<file path="config.mk">
export PLATFORM = sky130hd
export DESIGN_NAME = bd_io_top
export DESIGN_NICKNAME = d
export VERILOG_FILES = /design/src/hw/bd_io_pkg.sv /design/src/hw/bd_pin_rx.sv /design/src/hw/bd_pin_tx.sv /design/src/hw/bd_word_fifo.sv /design/src/hw/bd_io_top.sv
export SDC_FILE = /design/constraint.sdc
export NUM_CORES = 1
export LEC_CHECK = 0
export BUFFER_PORTS_ARGS = -buffer_cell sky130_fd_sc_hd__buf_2
export CAP_MARGIN = 20
export CORE_ASPECT_RATIO = 1.2
export CORE_MARGIN = 10
export CORE_UTILIZATION = 50
export DETAILED_ROUTE_END_ITERATION = 12
export HOLD_SLACK_MARGIN = 0.06
export PLACE_DENSITY = 0.75
export SLEW_MARGIN = 10
export SYNTH_ARGS = -nofsm -noshare
export SYNTH_HDL_FRONTEND = slang
export SYNTH_SLANG_ARGS = --single-unit
</file>
<file path="constraint.sdc">
create_clock -name clk -period 4.7 [get_ports clk]
set_input_delay 0.94 -clock clk [delete_from_list [all_inputs] [get_ports clk]]
set_output_delay 0.94 -clock clk [all_outputs]
set_load 0.02 [all_outputs]
</file>
<file path="src/hw/bd_io_pkg.sv">
`default_nettype none

package bd_io_pkg;

    // Word widths on the two chip channels
    localparam int up_width = 21;  // Pin to core word
    localparam int dn_width = 34;  // Core to pin word

    // FIFO depths in words, powers of two
    localparam int up_depth = 8;   // Upstream burst buffer
    localparam int dn_depth = 4;   // Downstream buffer ahead of the pin register

    // Upstream adapter state from rx_v and FIFO ready
    typedef enum logic {
        rx_idle = 1'b0,            // No word or no room
        rx_take = 1'b1             // Word offered and room in the FIFO
    } rx_state_t;

    // Downstream adapter state formed as {tx_a, core_valid}
    typedef enum logic [1:0] {
        tx_both_off = 2'b00,       // No ack and nothing from the core
        tx_core_off = 2'b10,       // Ack seen but the core has nothing
        tx_pin_off  = 2'b01,       // Core word waiting and no ack
        tx_both_on  = 2'b11        // Ack and next word both present
    } tx_state_t;

endpackage : bd_io_pkg

`default_nettype wire

</file>
<file path="src/hw/bd_pin_rx.sv">
`default_nettype none

module bd_pin_rx (
    input  logic                           clk,
    input  logic                           reset,
    input  logic [bd_io_pkg::up_width-1:0] rx_d,        // Word from the chip pins
    input  logic                           rx_v,        // Chip word valid
    output logic                           rx_a,        // Acknowledge back to the chip
    output logic [bd_io_pkg::up_width-1:0] word,        // Word toward the upstream FIFO
    output logic                           word_valid,  // Write strobe for the FIFO
    input  logic                           word_ready   // FIFO has room
);
    import bd_io_pkg::*;

    rx_state_t state;  // Decided from pins and FIFO room

    // Take a word only when the chip offers one and the FIFO can hold it
    assign state = rx_state_t'(rx_v & word_ready);

    // Falling edge on purpose
    // The chip then has half a cycle to see rx_a before it moves on at the rising edge
    always_ff @(negedge clk or posedge reset) begin
        if (reset) begin
            rx_a       <= 1'b0;
            word_valid <= 1'b0;
        end else begin
            case (state)
                rx_idle: begin
                    rx_a       <= 1'b0;  // No ack this half cycle
                    word_valid <= 1'b0;  // Nothing for the FIFO
                end
                rx_take: begin
                    rx_a       <= 1'b1;  // Ack for the half cycle up to the rising edge
                    word_valid <= 1'b1;  // FIFO writes at that rising edge
                end
            endcase
        end
    end

    // Payload latch on the same falling edge
    always_ff @(negedge clk) begin
        if (state == rx_take) begin
            word <= rx_d;  // Held until the next accepted word
        end
    end

endmodule : bd_pin_rx

`default_nettype wire

</file>
<file path="src/hw/bd_pin_tx.sv">
`default_nettype none

module bd_pin_tx (
    input  logic                           clk,
    input  logic                           reset,
    input  logic [bd_io_pkg::dn_width-1:0] core_data,   // Word from the downstream FIFO
    input  logic                           core_valid,  // FIFO has a word
    output logic                           core_ready,  // Pin register can load now
    output logic [bd_io_pkg::dn_width-1:0] tx_d,        // Word on the chip pins
    output logic                           tx_v,        // Pin word valid
    input  logic                           tx_a         // Chip acknowledge
);
    import bd_io_pkg::*;

    tx_state_t state;  // {ack, core valid} as in the transfer table
    logic      load;   // Pin register takes core_data this edge

    assign state = tx_state_t'({tx_a, core_valid});

    // Room when the pin register is empty or its word is acknowledged now
    // Kept combinational so a word can follow every cycle
    assign core_ready = ~tx_v | tx_a;
    assign load       = core_valid & core_ready;

    // Valid flag follows the transfer table
    always_ff @(posedge clk or posedge reset) begin
        if (reset) begin
            tx_v <= 1'b0;  // Pins idle after reset
        end else begin
            case (state)
                tx_both_off: begin
                    tx_v <= tx_v;  // Keep waiting for the chip or stay idle
                end
                tx_pin_off: begin
                    tx_v <= 1'b1;  // Either holding the word or loading into an empty register
                end
                tx_core_off: begin
                    tx_v <= 1'b0;  // Word taken and no successor
                end
                tx_both_on: begin
                    tx_v <= 1'b1;  // Next word replaces the acknowledged one
                end
            endcase
        end
    end

    // Pin data changes only on a load
    // Holds steady while tx_v is high and tx_a low
    always_ff @(posedge clk) begin
        if (load) begin
            tx_d <= core_data;
        end
    end

endmodule : bd_pin_tx

`default_nettype wire

</file>
<file path="src/hw/bd_word_fifo.sv">
`default_nettype none

module bd_word_fifo #(
    parameter int width = 8,  // Word width
    parameter int depth = 4   // Entries, power of two and at least 2
) (
    input  logic             clk,
    input  logic             reset,
    input  logic [width-1:0] wr_data,   // Write word
    input  logic             wr_valid,  // Writer has a word
    output logic             wr_ready,  // Not full
    output logic [width-1:0] rd_data,   // Head of the queue
    output logic             rd_valid,  // Not empty
    input  logic             rd_ready   // Reader takes the head
);

    logic [width-1:0]         mem [depth];  // Circular storage
    logic [$clog2(depth):0]   wr_ptr;       // Extra msb tells full from empty
    logic [$clog2(depth):0]   rd_ptr;
    logic [$clog2(depth):0]   wr_ptr_nxt;
    logic [$clog2(depth):0]   rd_ptr_nxt;
    logic                     wr_fire;      // Write handshake this edge
    logic                     rd_fire;      // Read handshake this edge
    logic                     full_nxt;     // Full after this edge

    assign wr_fire = wr_valid & wr_ready;
    assign rd_fire = rd_valid & rd_ready;

    // Pointer steps, both may move in one cycle
    assign wr_ptr_nxt = wr_ptr + {{$clog2(depth){1'b0}}, wr_fire};
    assign rd_ptr_nxt = rd_ptr + {{$clog2(depth){1'b0}}, rd_fire};

    // Full when addresses match and the wrap bits differ
    assign full_nxt = (wr_ptr_nxt[$clog2(depth)] != rd_ptr_nxt[$clog2(depth)]) &&
                      (wr_ptr_nxt[$clog2(depth)-1:0] == rd_ptr_nxt[$clog2(depth)-1:0]);

    // Empty when pointers are equal
    assign rd_valid = (wr_ptr != rd_ptr);
    assign rd_data  = mem[rd_ptr[$clog2(depth)-1:0]];  // Shows right after the write edge

    always_ff @(posedge clk or posedge reset) begin
        if (reset) begin
            wr_ptr   <= '0;
            rd_ptr   <= '0;
            wr_ready <= 1'b0;        // No writes accepted while in reset
        end else begin
            wr_ptr   <= wr_ptr_nxt;
            rd_ptr   <= rd_ptr_nxt;
            wr_ready <= ~full_nxt;   // Registered not-full
        end
    end

    // Storage write
    always_ff @(posedge clk) begin
        if (wr_fire) begin
            mem[wr_ptr[$clog2(depth)-1:0]] <= wr_data;
        end
    end

endmodule : bd_word_fifo

`default_nettype wire

</file>
<file path="src/hw/bd_io_top.sv">
`default_nettype none

module bd_io_top (
    input  logic                           clk,
    input  logic                           reset,
    // Upstream chip pins
    input  logic [bd_io_pkg::up_width-1:0] rx_d,
    input  logic                           rx_v,
    output logic                           rx_a,
    // Downstream chip pins
    output logic [bd_io_pkg::dn_width-1:0] tx_d,
    output logic                           tx_v,
    input  logic                           tx_a,
    // Core side, upstream words
    output logic [bd_io_pkg::up_width-1:0] up_data,
    output logic                           up_valid,
    input  logic                           up_ready,
    // Core side, downstream words
    input  logic [bd_io_pkg::dn_width-1:0] dn_data,
    input  logic                           dn_valid,
    output logic                           dn_ready
);
    import bd_io_pkg::*;

    logic [up_width-1:0] rx_word;        // Adapter to upstream FIFO
    logic                rx_word_valid;
    logic                fifo_up_ready;
    logic [dn_width-1:0] fifo_dn_data;   // Downstream FIFO to adapter
    logic                fifo_dn_valid;
    logic                tx_ready;

    // Chip to core
    bd_pin_rx rx_i (
        .clk        (clk),
        .reset      (reset),
        .rx_d       (rx_d),
        .rx_v       (rx_v),
        .rx_a       (rx_a),
        .word       (rx_word),
        .word_valid (rx_word_valid),
        .word_ready (fifo_up_ready)
    );

    bd_word_fifo #(.width(up_width), .depth(up_depth)) up_fifo_i (
        .clk      (clk),
        .reset    (reset),
        .wr_data  (rx_word),
        .wr_valid (rx_word_valid),
        .wr_ready (fifo_up_ready),
        .rd_data  (up_data),
        .rd_valid (up_valid),
        .rd_ready (up_ready)
    );

    // Core to chip
    bd_word_fifo #(.width(dn_width), .depth(dn_depth)) dn_fifo_i (
        .clk      (clk),
        .reset    (reset),
        .wr_data  (dn_data),
        .wr_valid (dn_valid),
        .wr_ready (dn_ready),
        .rd_data  (fifo_dn_data),
        .rd_valid (fifo_dn_valid),
        .rd_ready (tx_ready)
    );

    bd_pin_tx tx_i (
        .clk        (clk),
        .reset      (reset),
        .core_data  (fifo_dn_data),
        .core_valid (fifo_dn_valid),
        .core_ready (tx_ready),
        .tx_d       (tx_d),
        .tx_v       (tx_v),
        .tx_a       (tx_a)
    );

endmodule : bd_io_top

`default_nettype wire

</file>
==> results of run 1 <==
[stage by stage]
step / utilization (%) / cells / cell area (um2) / power, mW
floorplan: - / 558 / 13890 / 6.918
global placement: 55.10 / 1018 / 15020 / 7.805
detailed placement: 55.17 / 1019 / 15040 / 7.917
CTS: 59.94 / 1107 / 16330 / 10.92
global route: 60.04 / 1108 / 16360 / 11.31
finish: 60.04 / 1108 / 16360 / 10.78
[routing by layer]
metal / up-vias / global-route usage (%)
met5: - / 0
li1: 2731 / -
met1: 3231 / 18.65
met3: 54 / 3.921
met4: 8 / 4.625
met2: 258 / 26.93
[state kept, by name, indices dropped and copies added, names as in the netlist]
| signal | count |
|---|---|
| dn_fifo_i.wr_ptr | 3 |
| dn_fifo_i.rd_ptr | 3 |
| up_fifo_i.mem | 168 |
| rx_i.word | 21 |
| tx_i.tx_d | 34 |
| rx_i.rx_a | 1 |
| up_fifo_i.wr_ready | 1 |
| up_fifo_i.wr_ptr | 4 |
| dn_fifo_i.wr_ready | 1 |
| up_fifo_i.rd_ptr | 4 |
| tx_i.tx_v | 1 |
| dn_fifo_i.mem | 136 |
[final timing paths]
kind,startpoint,endpoint,slack [ps],cells past startpoint
worst min-delay path,reset,up_fifo_i.wr_ptr[3],440,3
worst max register to register,rx_i.rx_a,up_fifo_i.mem[7][17],580,4
worst min register to register,dn_fifo_i.rd_ptr[2],dn_fifo_i.rd_ptr[2],540,1
max in group asynchronous,reset,rx_i.rx_a,1790,3
min in group clk,dn_fifo_i.rd_ptr[2],dn_fifo_i.rd_ptr[2],540,1
worst max-delay path,rx_i.rx_a,rx_a,310,1
[layout by cell type (no fill, tap or decap), drive strengths merged, types with 2 or more instances in the layout]
cell type  count
nand2          4
mux4          76
nand3          2
xnor2         10
nand2b         3
and2           4
mux2          21
inv           24
dfrtp         17
clkinv        17
nand4          2
clkbuf        47
xor2          10
ha             8
nor2           8
bufinv         3
edfxtp       359
nor3           3
buf          143
[layout make-up]
| cell class | instances | area (um2) | share of cell area, % |
|---|---|---|---|
| inverter | 3 | 11.26 | 0.06882 |
| multi-input combinational | 156 | 2567 | 15.69 |
| clock inverter | 42 | 222.7 | 1.361 |
| sequential | 377 | 11230 | 68.66 |
| tap | 340 | 425.4 | 2.600 |
| timing repair buffer | 143 | 820.8 | 5.016 |
| clock buffer | 47 | 1080 | 6.599 |
[power groups by stage]
stage	clock, mW	sequential, mW	combinational (mW)
6_report	2.99	4.91	2.89
4_1_cts	3.05	4.92	2.95
2_1_floorplan	0.0281	4.98	1.91
5_1_grt	3.22	4.98	3.12
3_3_place_gp	0.0281	4.93	2.84
3_5_place_dp	0.0281	4.97	2.92
[cells by family (layout without fill, tap and decap cells)]
kind of cell | after synthesis | in the layout | synth area share (%)
DFF | 377 | 377 | 80.94
muxes | 97 | 97 | 14.93
and+or+nand+nor | 29 | 29 | 1.055
buffers and inverters | 25 | 235 | 1.019
xor gates and xnor gates | 20 | 20 | 1.262
adders and majority gates | 8 | 8 | 0.7214
AOI/OAI and AO/OA | 2 | 2 | 0.07207
==> out/results.txt, run 1 <==
In this run the worst path has a maximum fanout of 2. Of the total power, the clock network draws 27.7%. Across the VDD grid, the largest voltage drop is 0.0003931 V. Cell type group with the largest total delay on the critical path: flip-flops. The logs give 1909 um for the wire length on met3 and 0 for the quantity of hold-fixing buffers added after cts. The global-route wire length before repair was 40,980 um; the height of the chip was 202.5 um.

In this run, synthesis produced a sequential element count of 377. Wire segments on met2 add up to 13,900 um in the final route. Synthesis produced 558 cells. After clock tree synthesis, the setup repair step added 0 buffers. The logs give 0 for the total count of hold-check failures in the final report and 310.4 ps for the worst setup slack after layout.

The DRC marker count from the first detailed-route iteration came out at 437. Sorting the synthesized cells by area gives the leading types as edfxtp_1 78%, mux4_2 7.0%, mux4_1 6.2%. The type of the worst min-delay path was primary input to asynchronous set/reset pin. Setup repair after global routing left no endpoint under its margin. Element type at the critical path end: a primary output. The clock arrives with 76.65 ps of skew. Register clock-pin slew on the reported worst setup and hold paths: 60 ps.

Clock buffer count from CTS: 38. The logs give 5 for the number of optimization iterations in the first detailed-route pass and 120 for the number of primary I/O pins. Counting every sink on the clock net gives 377. Among all flip-flop cells after synthesis, the most frequent one is edfxtp_1. The post-place setup slack is 540.8 ps.

The switching share of power was 30.00%; the overall die area was 34,840 um2. The top-area cell type share of the netlist area was 77.69%. Of all flip-flops after synthesis, the portion carrying an async set or reset was 4.775%. The die width was 172.1 um.

The leakage component of the power was 5.746 nW. The logs give 26,390 um for the total routed wirelength and 36.90% for the headroom to the max-slew limit. The number of nets in the finished design was 809.

Dividing total power by cell area gives a power density of 659.1 nW/um2. Internal power comes to 7.549 mW. The detailed router used layers up to and including met5. Number of H-tree branching levels: 2. Adding up every negative setup slack in the final design gives 0 ps. The Yosys step of the flow raised 0 warnings. Setup violations remaining at the end of the flow were counted as 0. The worst setup path is of the register to primary output kind.

Summed over all layers, the global routing overflow is 0. The startpoint kind of the worst setup timing path was a register. The initial cell density of the core was 50.92%; the number of DRC violations after detailed routing was 0.

The flow ran to the end, and the final reports show no timing, DRC or antenna violations. The worst-case hold slack was 442.6 ps. The total via count after detailed routing was 6,282; the pin count of the biggest net entering global routing was 37. The logs give 13,880 um2 for the combined area of all synthesized cells and 4 for the number of antenna violations at the first check in global routing. The run gives 3 as the worst-case clock buffer depth. 0 antenna diodes ended up in the layout.

Core area: 27,250 um2. The sequential share of power is 45.5%. Port buffering added 119 buffers.

Gates resized during post-CTS repair numbered 0. Once detail routing completed, the nets flagged for antenna violations numbered 0. The share of the Yosys chip area taken by registers is 80.94%. Traced cell by cell, the critical path runs through buf_2. In the final routed layout, each cell accounts on average for 23.81 um. The total net switching power is 3.235 mW, and the routed metal-1 wirelength is 10,010 um.

Compared with the post-synthesis result, the final layout area differs by 17.92%. In the routed layout, each cell is associated on average with a via count of 5.670. Summed over all nets, the half-perimeter wirelength after detailed placement is 16,130 um.

The number of nets handed over by synthesis was 627. The number of placement rows is 66. Of the total power, combinational logic draws 26.8%. The via count of the first global-routing pass came out at 6,911. The share of post-route cells with drive strength above 1 came out at 35.94%. The average footprint of a synthesized cell was 24.87 um2.

The logs give 0.7529 for the final RePlAce weighted congestion and 3450 ps for the signal arrival time at the worst endpoint. For the worst-skew pair, the clock arrives at the later sink with an insertion delay of 580 ps. For the pin with the worst max-slew slack, the measured transition is 946.5 ps. The number of buffers and inverters on the critical path came out at 1. After synthesis, the netlist uses 27 different library cells. The cell sitting at the root of the clock tree is a clkbuf_16.

Number of flops mapped to enable cells by yosys: 359. TritonCTS built the clock tree. For this run, the slowest stage of the critical path takes 400 ps. At the worst endpoint, the required time is 3760 ps. edfxtp_1 takes more of the synthesized area than any other cell.

The total routing resource utilization after global routing came out at 15.53%. Number of maximum-capacitance violations: 0. The cell with the biggest individual delay on the critical path was dfrtn_1. By instance count, the leading cell after synthesis is edfxtp_1. The total of fill cells in the finished design was 1,914.

The number of slew-limit violations in the final report was 0. In the synthesized netlist, the cells that appear most often are 359 x edfxtp_1, 43 x mux4_2, 33 x mux4_1, 21 x mux2_2, 17 x dfrtp_1.
No activity file was read; power rests on OpenSTA's default activity.
==> inputs of run 2 (changes only) <==
--- a/config.mk
+++ b/config.mk
@@ -11,6 +11,7 @@
 export CORE_MARGIN = 10
 export CORE_UTILIZATION = 50
 export DETAILED_ROUTE_END_ITERATION = 12
+export GPL_TIMING_DRIVEN = 0
 export HOLD_SLACK_MARGIN = 0.06
 export PLACE_DENSITY = 0.75
 export SLEW_MARGIN = 10
==> run 2 against run 1 <==
Clock power increased by 2%. Design area increased by 0.77%. Flip-flop and latch count unchanged. Total power increased by 1.9%. Critical path depth increased by 3. Via count about the same. Critical path type is now register to register. Critical endpoint is now up_fifo_i.mem[0][3]. First-iteration DRC count decreased by 5.9%. Combinational power increased by 9.7%. Sequential power decreased by 3%.
==> out/results.txt, run 2 (synthesis gave the netlist of run 1 again) <==
The logs give 23 for the pin count of the biggest net entering global routing and 15,170 um2 for the area of placed instances. The wire-length estimate of the detail-placed layout is 17,200 um. The quantity of I/O buffers inserted on ports works out to 119. Of the cells placed in the final design, the portion with a size suffix greater than 1 is 35.36%. The overall overflow remaining after global route was 0.

Start point of the worst min-delay path: dn_fifo_i.wr_ptr[2]. The die width works out to 172.1 um. The final worst clock skew came out at 75.84 ps. The run gives 0 as the diode insertion count for antenna repair.

Summed over all layers, the routed wires come to 26,450 um. Measured along the y axis, the die boundary spans 202.5 um. Counting cells, the worst reg-to-reg path comes to 4. The global-route wire length before repair is 41,100 um. The clock passes through at most 3 buffers. The number of flip-flops in the largest register works out to 168. Gates resized during post-CTS repair numbered 0. For this run, the detailed router's first-pass iteration total came to 4.

The number of maximum-capacitance violations is 0, and the synthesis-to-layout area growth is 18.83%. The tools report the end of the worst register-to-register path as up_fifo_i.mem[0][3]. Summing all flip-flop and latch instances after layout gives 11,230 um2. The finished layout cell area came out at 16,490 um2. The worst setup path is launched from a register. Detailed routing inserted a total of 6,276 vias. TritonCTS built the clock tree. The tools report the via count of the first global-routing pass as 6,900. The quantity of hold-fixing buffers added after cts came out at 0. Global routing consumed, over all layers together, 15.54% of the routing resources.

For the CTS sink count, the log shows 377. The maximum fanout encountered on the critical timing path works out to 12. The final sum of negative setup slack came out at 0 ps. In the final design database the tool counted 814 nets.

The worst-case IR drop observed on VDD is 0.0004545 V. Leaving out fill and tap cells, the most frequent cell in the layout is edfxtp_1. Once the clock tree was built, the setup fixing pass inserted 0 buffers. The analysis attributes to cell leakage a power of 5.766 nW. Setup repair after global routing left no endpoint under its margin.

STA puts the critical path data arrival time at 4660 ps. Clock-pin slew was measured on the worst setup and hold paths at 60 ps. The number of primary I/O pins is 120. The flow ran to the end, and the final reports show no timing, DRC or antenna violations. In the layout the commonest cells are 359 x edfxtp_1, 127 x buf_2, 43 x mux4_2. For the worst-case hold slack, the log shows 542.9 ps.

The count of nets left with antenna violations once routing finished came out at 0. The worst setup path is of the register to register kind. The initial utilization of the core area, before any placement, comes to 50.92%.

Setup violations remaining at the end of the flow were counted as 0. Number of H-tree branching levels: 2. STA puts the critical path data required time at 4910 ps. The filler cells instantiated in the layout total 1,868. The share of the core filled with cells in the final layout is 60.51%. The worst hold path belongs to the class register to register.

The worst setup slack after layout is 251.8 ps. The floorplan has 66 rows. For the pin with the worst max-slew slack, the measured transition is 888.7 ps. The total count of hold-check failures in the final report was 0. The post-place setup slack was 228.2 ps. The final RePlAce weighted congestion is 0.7558. The cell at the root of the clock tree was clkbuf_16.

Measured against its own limit, the worst slew margin works out to 40.62%. In the final routed layout, each cell accounts on average for 23.79 um. The logs give 2605 um2 for the area of combinational cells with multiple inputs and 27,250 um2 for the core area. Dividing the detail-routed via count by the number of cells gives 5.644. The number of slew-limit violations in the final report came out at 0. In this run the worst setup path begins at rx_i.rx_a. The worst register-to-register path begins at rx_i.rx_a. The logs give 37 for the clock buffer count from CTS and 411 for the DRC marker count from the first detailed-route iteration. Dividing total power by cell area gives a power density of 666.7 nW/um2. The floorplan step defined a die boundary enclosing 34,840 um2. For the setup slack on the worst flop-to-flop path, the log shows 250 ps.

The number of DRC violations after detailed routing is 0, and the clock latency on the worst-skew pair is 580 ps. The endpoint of the most critical setup path is up_fifo_i.mem[0][3]. STA classifies the critical path endpoint as a register.

The number of antenna violations at the first check in global routing was 2.
## run 2: per-stage QoR
step	std cells	total power, mW
finish	1112	10.99
global route	1112	11.52
CTS	1112	11.15
detailed placement	1026	8.090
global placement	1017	7.843
floorplan	558	6.918
## run 2: critical path, cell delays in order, from the launching register on
cell      delay (ps)
dfrtn_1          410
and2_1           190
nand2b_1         260
nor3_4           670
buf_8            250
## run 2: final cells by class
type | instances | area share [%]
Inverter | 3 | 0.06830
Multi-Input combinational cell | 156 | 15.80
Buffer | 21 | 0.7664
Clock buffer | 47 | 6.291
Timing Repair Buffer | 128 | 4.674
Clock inverter | 40 | 1.707
Tap cell | 340 | 2.580
Sequential cell | 377 | 68.11
## run 2: worst min path at each step
stage / end / slack [ps] / cells past startpoint
after global placement: dn_fifo_i.wr_ptr[2] / 500 / 1
after global routing: dn_fifo_i.rd_ptr[0] / 570 / 1
after floorplan: dn_fifo_i.wr_ptr[2] / 490 / 1
final: dn_fifo_i.wr_ptr[2] / 540 / 1
after CTS: dn_fifo_i.wr_ptr[2] / 540 / 1
after detailed placement: dn_fifo_i.wr_ptr[2] / 520 / 1
## run 2: power by group
| part | leakage [nW] | switching, mW | total, mW | internal (mW) |
|---|---|---|---|---|
| clock network | 0.718 | 1.24 | 3.05 | 1.81 |
| registers | 3.51 | 0.253 | 4.77 | 4.52 |
| logic | 1.54 | 1.82 | 3.17 | 1.35 |
## run 2: metal layers
metal / up-vias / part of all wire [%] / GRT usage, %
met2: 206 / 53 / 27.23
met5: - / 0.079 / 0
met4: 4 / 2.4 / 4.718
met3: 53 / 7.1 / 4.445
li1: 2743 / - / -
met1: 3270 / 38 / 18.01
==> inputs of run 3 (changes only) <==
--- a/config.mk
+++ b/config.mk
@@ -10,6 +10,7 @@
 export CORE_ASPECT_RATIO = 1.2
 export CORE_MARGIN = 10
 export CORE_UTILIZATION = 50
+export CTS_BUF_LIST = sky130_fd_sc_hd__clkbuf_2 sky130_fd_sc_hd__clkbuf_4 sky130_fd_sc_hd__clkbuf_8
 export DETAILED_ROUTE_END_ITERATION = 12
 export GPL_TIMING_DRIVEN = 0
 export HOLD_SLACK_MARGIN = 0.06
==> run 3 against run 2 <==
Sequential power hardly changed. Highest routed layer unchanged. Combinational power hardly changed. Via count is 1.6% higher. Die area stayed put. Critical path type unchanged. Register-to-register slack better by 50 ps. Final cell count is 3.5% higher. Setup slack better by 49 ps. Clock power is 4% lower. Sequential share of layout area hardly changed. Wire length is 0.57% higher.
==> out/results.txt, run 3 (synthesis gave the netlist of run 1 again) <==
The run finished with clean final reports. The clock passes through at most 3 buffers. In this run the tightest slew margin relative to its limit is 41.19%. The core region is 27,250 um2. Number of nets in the finished design: 833. The post-route netlist has 38.59% of its cells at a drive strength greater than 1.

The worst setup path is launched from a register. After global routing the overflow that remains totals 0. With fillers left out, the area of the finished cells amounts to 16,490 um2. For this design the ratio of total power to cell area is 659.1 nW/um2. The worst register-to-register path ends at up_fifo_i.mem[0][5]. Entering global routing, the biggest net connects 23 pins. The register with the most flip-flops in the layout has 168 of them. For the worst setup path, the data required time is 4960 ps. Setup repair after global routing left no endpoint under its margin.

The worst register-to-register path has a depth of 4. Post-CTS timing repair inserted 0 buffers for setup. IR analysis of the VDD net gives a maximum drop of 0.0003694 V. Of all nets on the critical path, the largest fanout is 12. Post-CTS repair changed the size of 0 cells. The setup slack on the worst flop-to-flop path is 300 ps, and the area of placed instances is 15,170 um2. The post-place setup slack is 228.2 ps. In this run the critical register-to-register path is launched from rx_i.rx_a. The logs give 5.818 nW for the leakage component of the power and 0 for the quantity of hold-fixing buffers added after cts. Dividing the detail-routed wire length by the instance count gives 23.11 um. The overall die area came out at 34,840 um2.

The run gives 2 as the number of antenna violations at the first check in global routing. The library cells used most frequently in the layout, excluding fill and tap cells, are 359 x edfxtp_1, 127 x buf_2, 60 x clkbuf_8. Total count of hold-check failures in the final report: 0.

The number of slew-limit violations in the final report was 0. The commonest non-fill, non-tap cell in the layout was edfxtp_1. For this run, design rule violations remaining after detail routing come to 0. The clock latency on the worst-skew pair was 560 ps.

The tools report the initial cell density of the core as 50.92%. The signal arrival time at the worst endpoint was 4660 ps; the total routing resource utilization after global routing was 15.64%. In this run the clock root is driven by a clkbuf_8. Routability-driven placement finished with a final weighted congestion of 0.7558.

The logs give 0 for the final setup violation count and 361 for the DRC marker count from the first detailed-route iteration. The number of placement rows is 66. From synthesis to final layout, the design area changed by 18.84%. Estimated wirelength of the detail-placed design: 17,200 um. The via count of the first global-routing pass is 7,056. The number of H-tree branching levels came out at 2. During placement, the flow inserted port buffers numbering 119. The global-route wire length before repair was 41,310 um; the total via count after detailed routing was 6,374. STA classifies the critical path endpoint as a register.

For the pin with the worst max-slew slack, the measured transition is 880.3 ps. The final layout contains routed wiring with a total length of 26,600 um. The final worst clock skew was 38.26 ps; the register clock-pin slew on the reported worst setup and hold paths was 70 ps. Using the TritonRoute via totals, the vias-per-cell ratio works out to 5.538. The die is 172.1 um wide. The worst hold path belongs to the class primary input to asynchronous set/reset pin. Clock buffer count from CTS: 56.

Measured along the y axis, the die boundary spans 202.5 um. CTS saw 377 sinks. During I/O placement, the number of pins put on the boundary was 120.

TritonCTS built the clock tree. The worst setup path is of the register to register kind. Final antenna-violating net count: 0. The diode insertion count for antenna repair was 0. The pre-antenna-repair detailed-routing pass consisted of 4 iterations.

The logs give 0 for the number of maximum-capacitance violations and 300.7 ps for the worst setup slack after layout. The beginning of the critical path was rx_i.rx_a.
[run 3: cell count changes in the layout (fill, tap and decap cells not counted), sizes merged]
cell | previous run | this run
clkbuf | 54 | 82
bufinv | 4 | 7
clkinv | 9 | 19
inv | 28 | 26
[run 3: layout make-up]
| type | instances | area (um2) |
|---|---|---|
| flip-flops and latches | 377 | 11230 |
| clock buffers | 75 | 935.9 |
| well taps | 340 | 425.4 |
| multi-input cells | 156 | 2605 |
| repair buffers | 128 | 770.7 |
| inverters | 3 | 11.26 |
| clock inverters | 51 | 384.1 |
| fillers | 1872 | 10760 |
| plain buffers | 21 | 126.4 |
[run 3: how the worst max path moves through the flow]
stage                               end  depth (start not counted)
finish              up_fifo_i.mem[0][5]                          4
CTS                                rx_a                          1
global placement    dn_fifo_i.mem[0][8]                          3
detailed placement  up_fifo_i.mem[0][6]                          4
global route        up_fifo_i.mem[0][6]                          4
floorplan           up_fifo_i.mem[2][0]                          3
[run 3: worst max-delay path: stages, from the launching register on]
cell and delay (ps):
dfrtn_1 410, and2_1 190, nand2b_1 260, nor3_4 670, buf_8 250
[run 3: through the flow]
stage          TNS (ps)  cells  hold WS [ps]  util [%]  total power, mW
2_1_floorplan         0    558         491.7         -            6.918
3_3_place_gp    -144240   1017         504.6     54.70            7.843
3_5_place_dp          0   1026         523.0     55.68            8.090
5_1_grt               0   1151         517.7     60.51            11.43
4_1_cts               0   1151         476.5     60.51            11.03
6_report              0   1151         492.9     60.51            10.87
[run 3: power breakdown]
part           internal, mW  switching [mW]
Clock                  1.68            1.25
Combinational          1.35            1.82
Sequential             4.52           0.251
Total                  7.55            3.32
[run 3: layer usage]
metal  part of all wire (%)  global-route usage [%]  up-vias
met1                     37                   18.02     3308
met5                  0.098                       0        -
met3                    8.1                   4.911       40
li1                       -                       -     2793
met2                     53                   27.35      229
met4                    1.6                   4.440        4
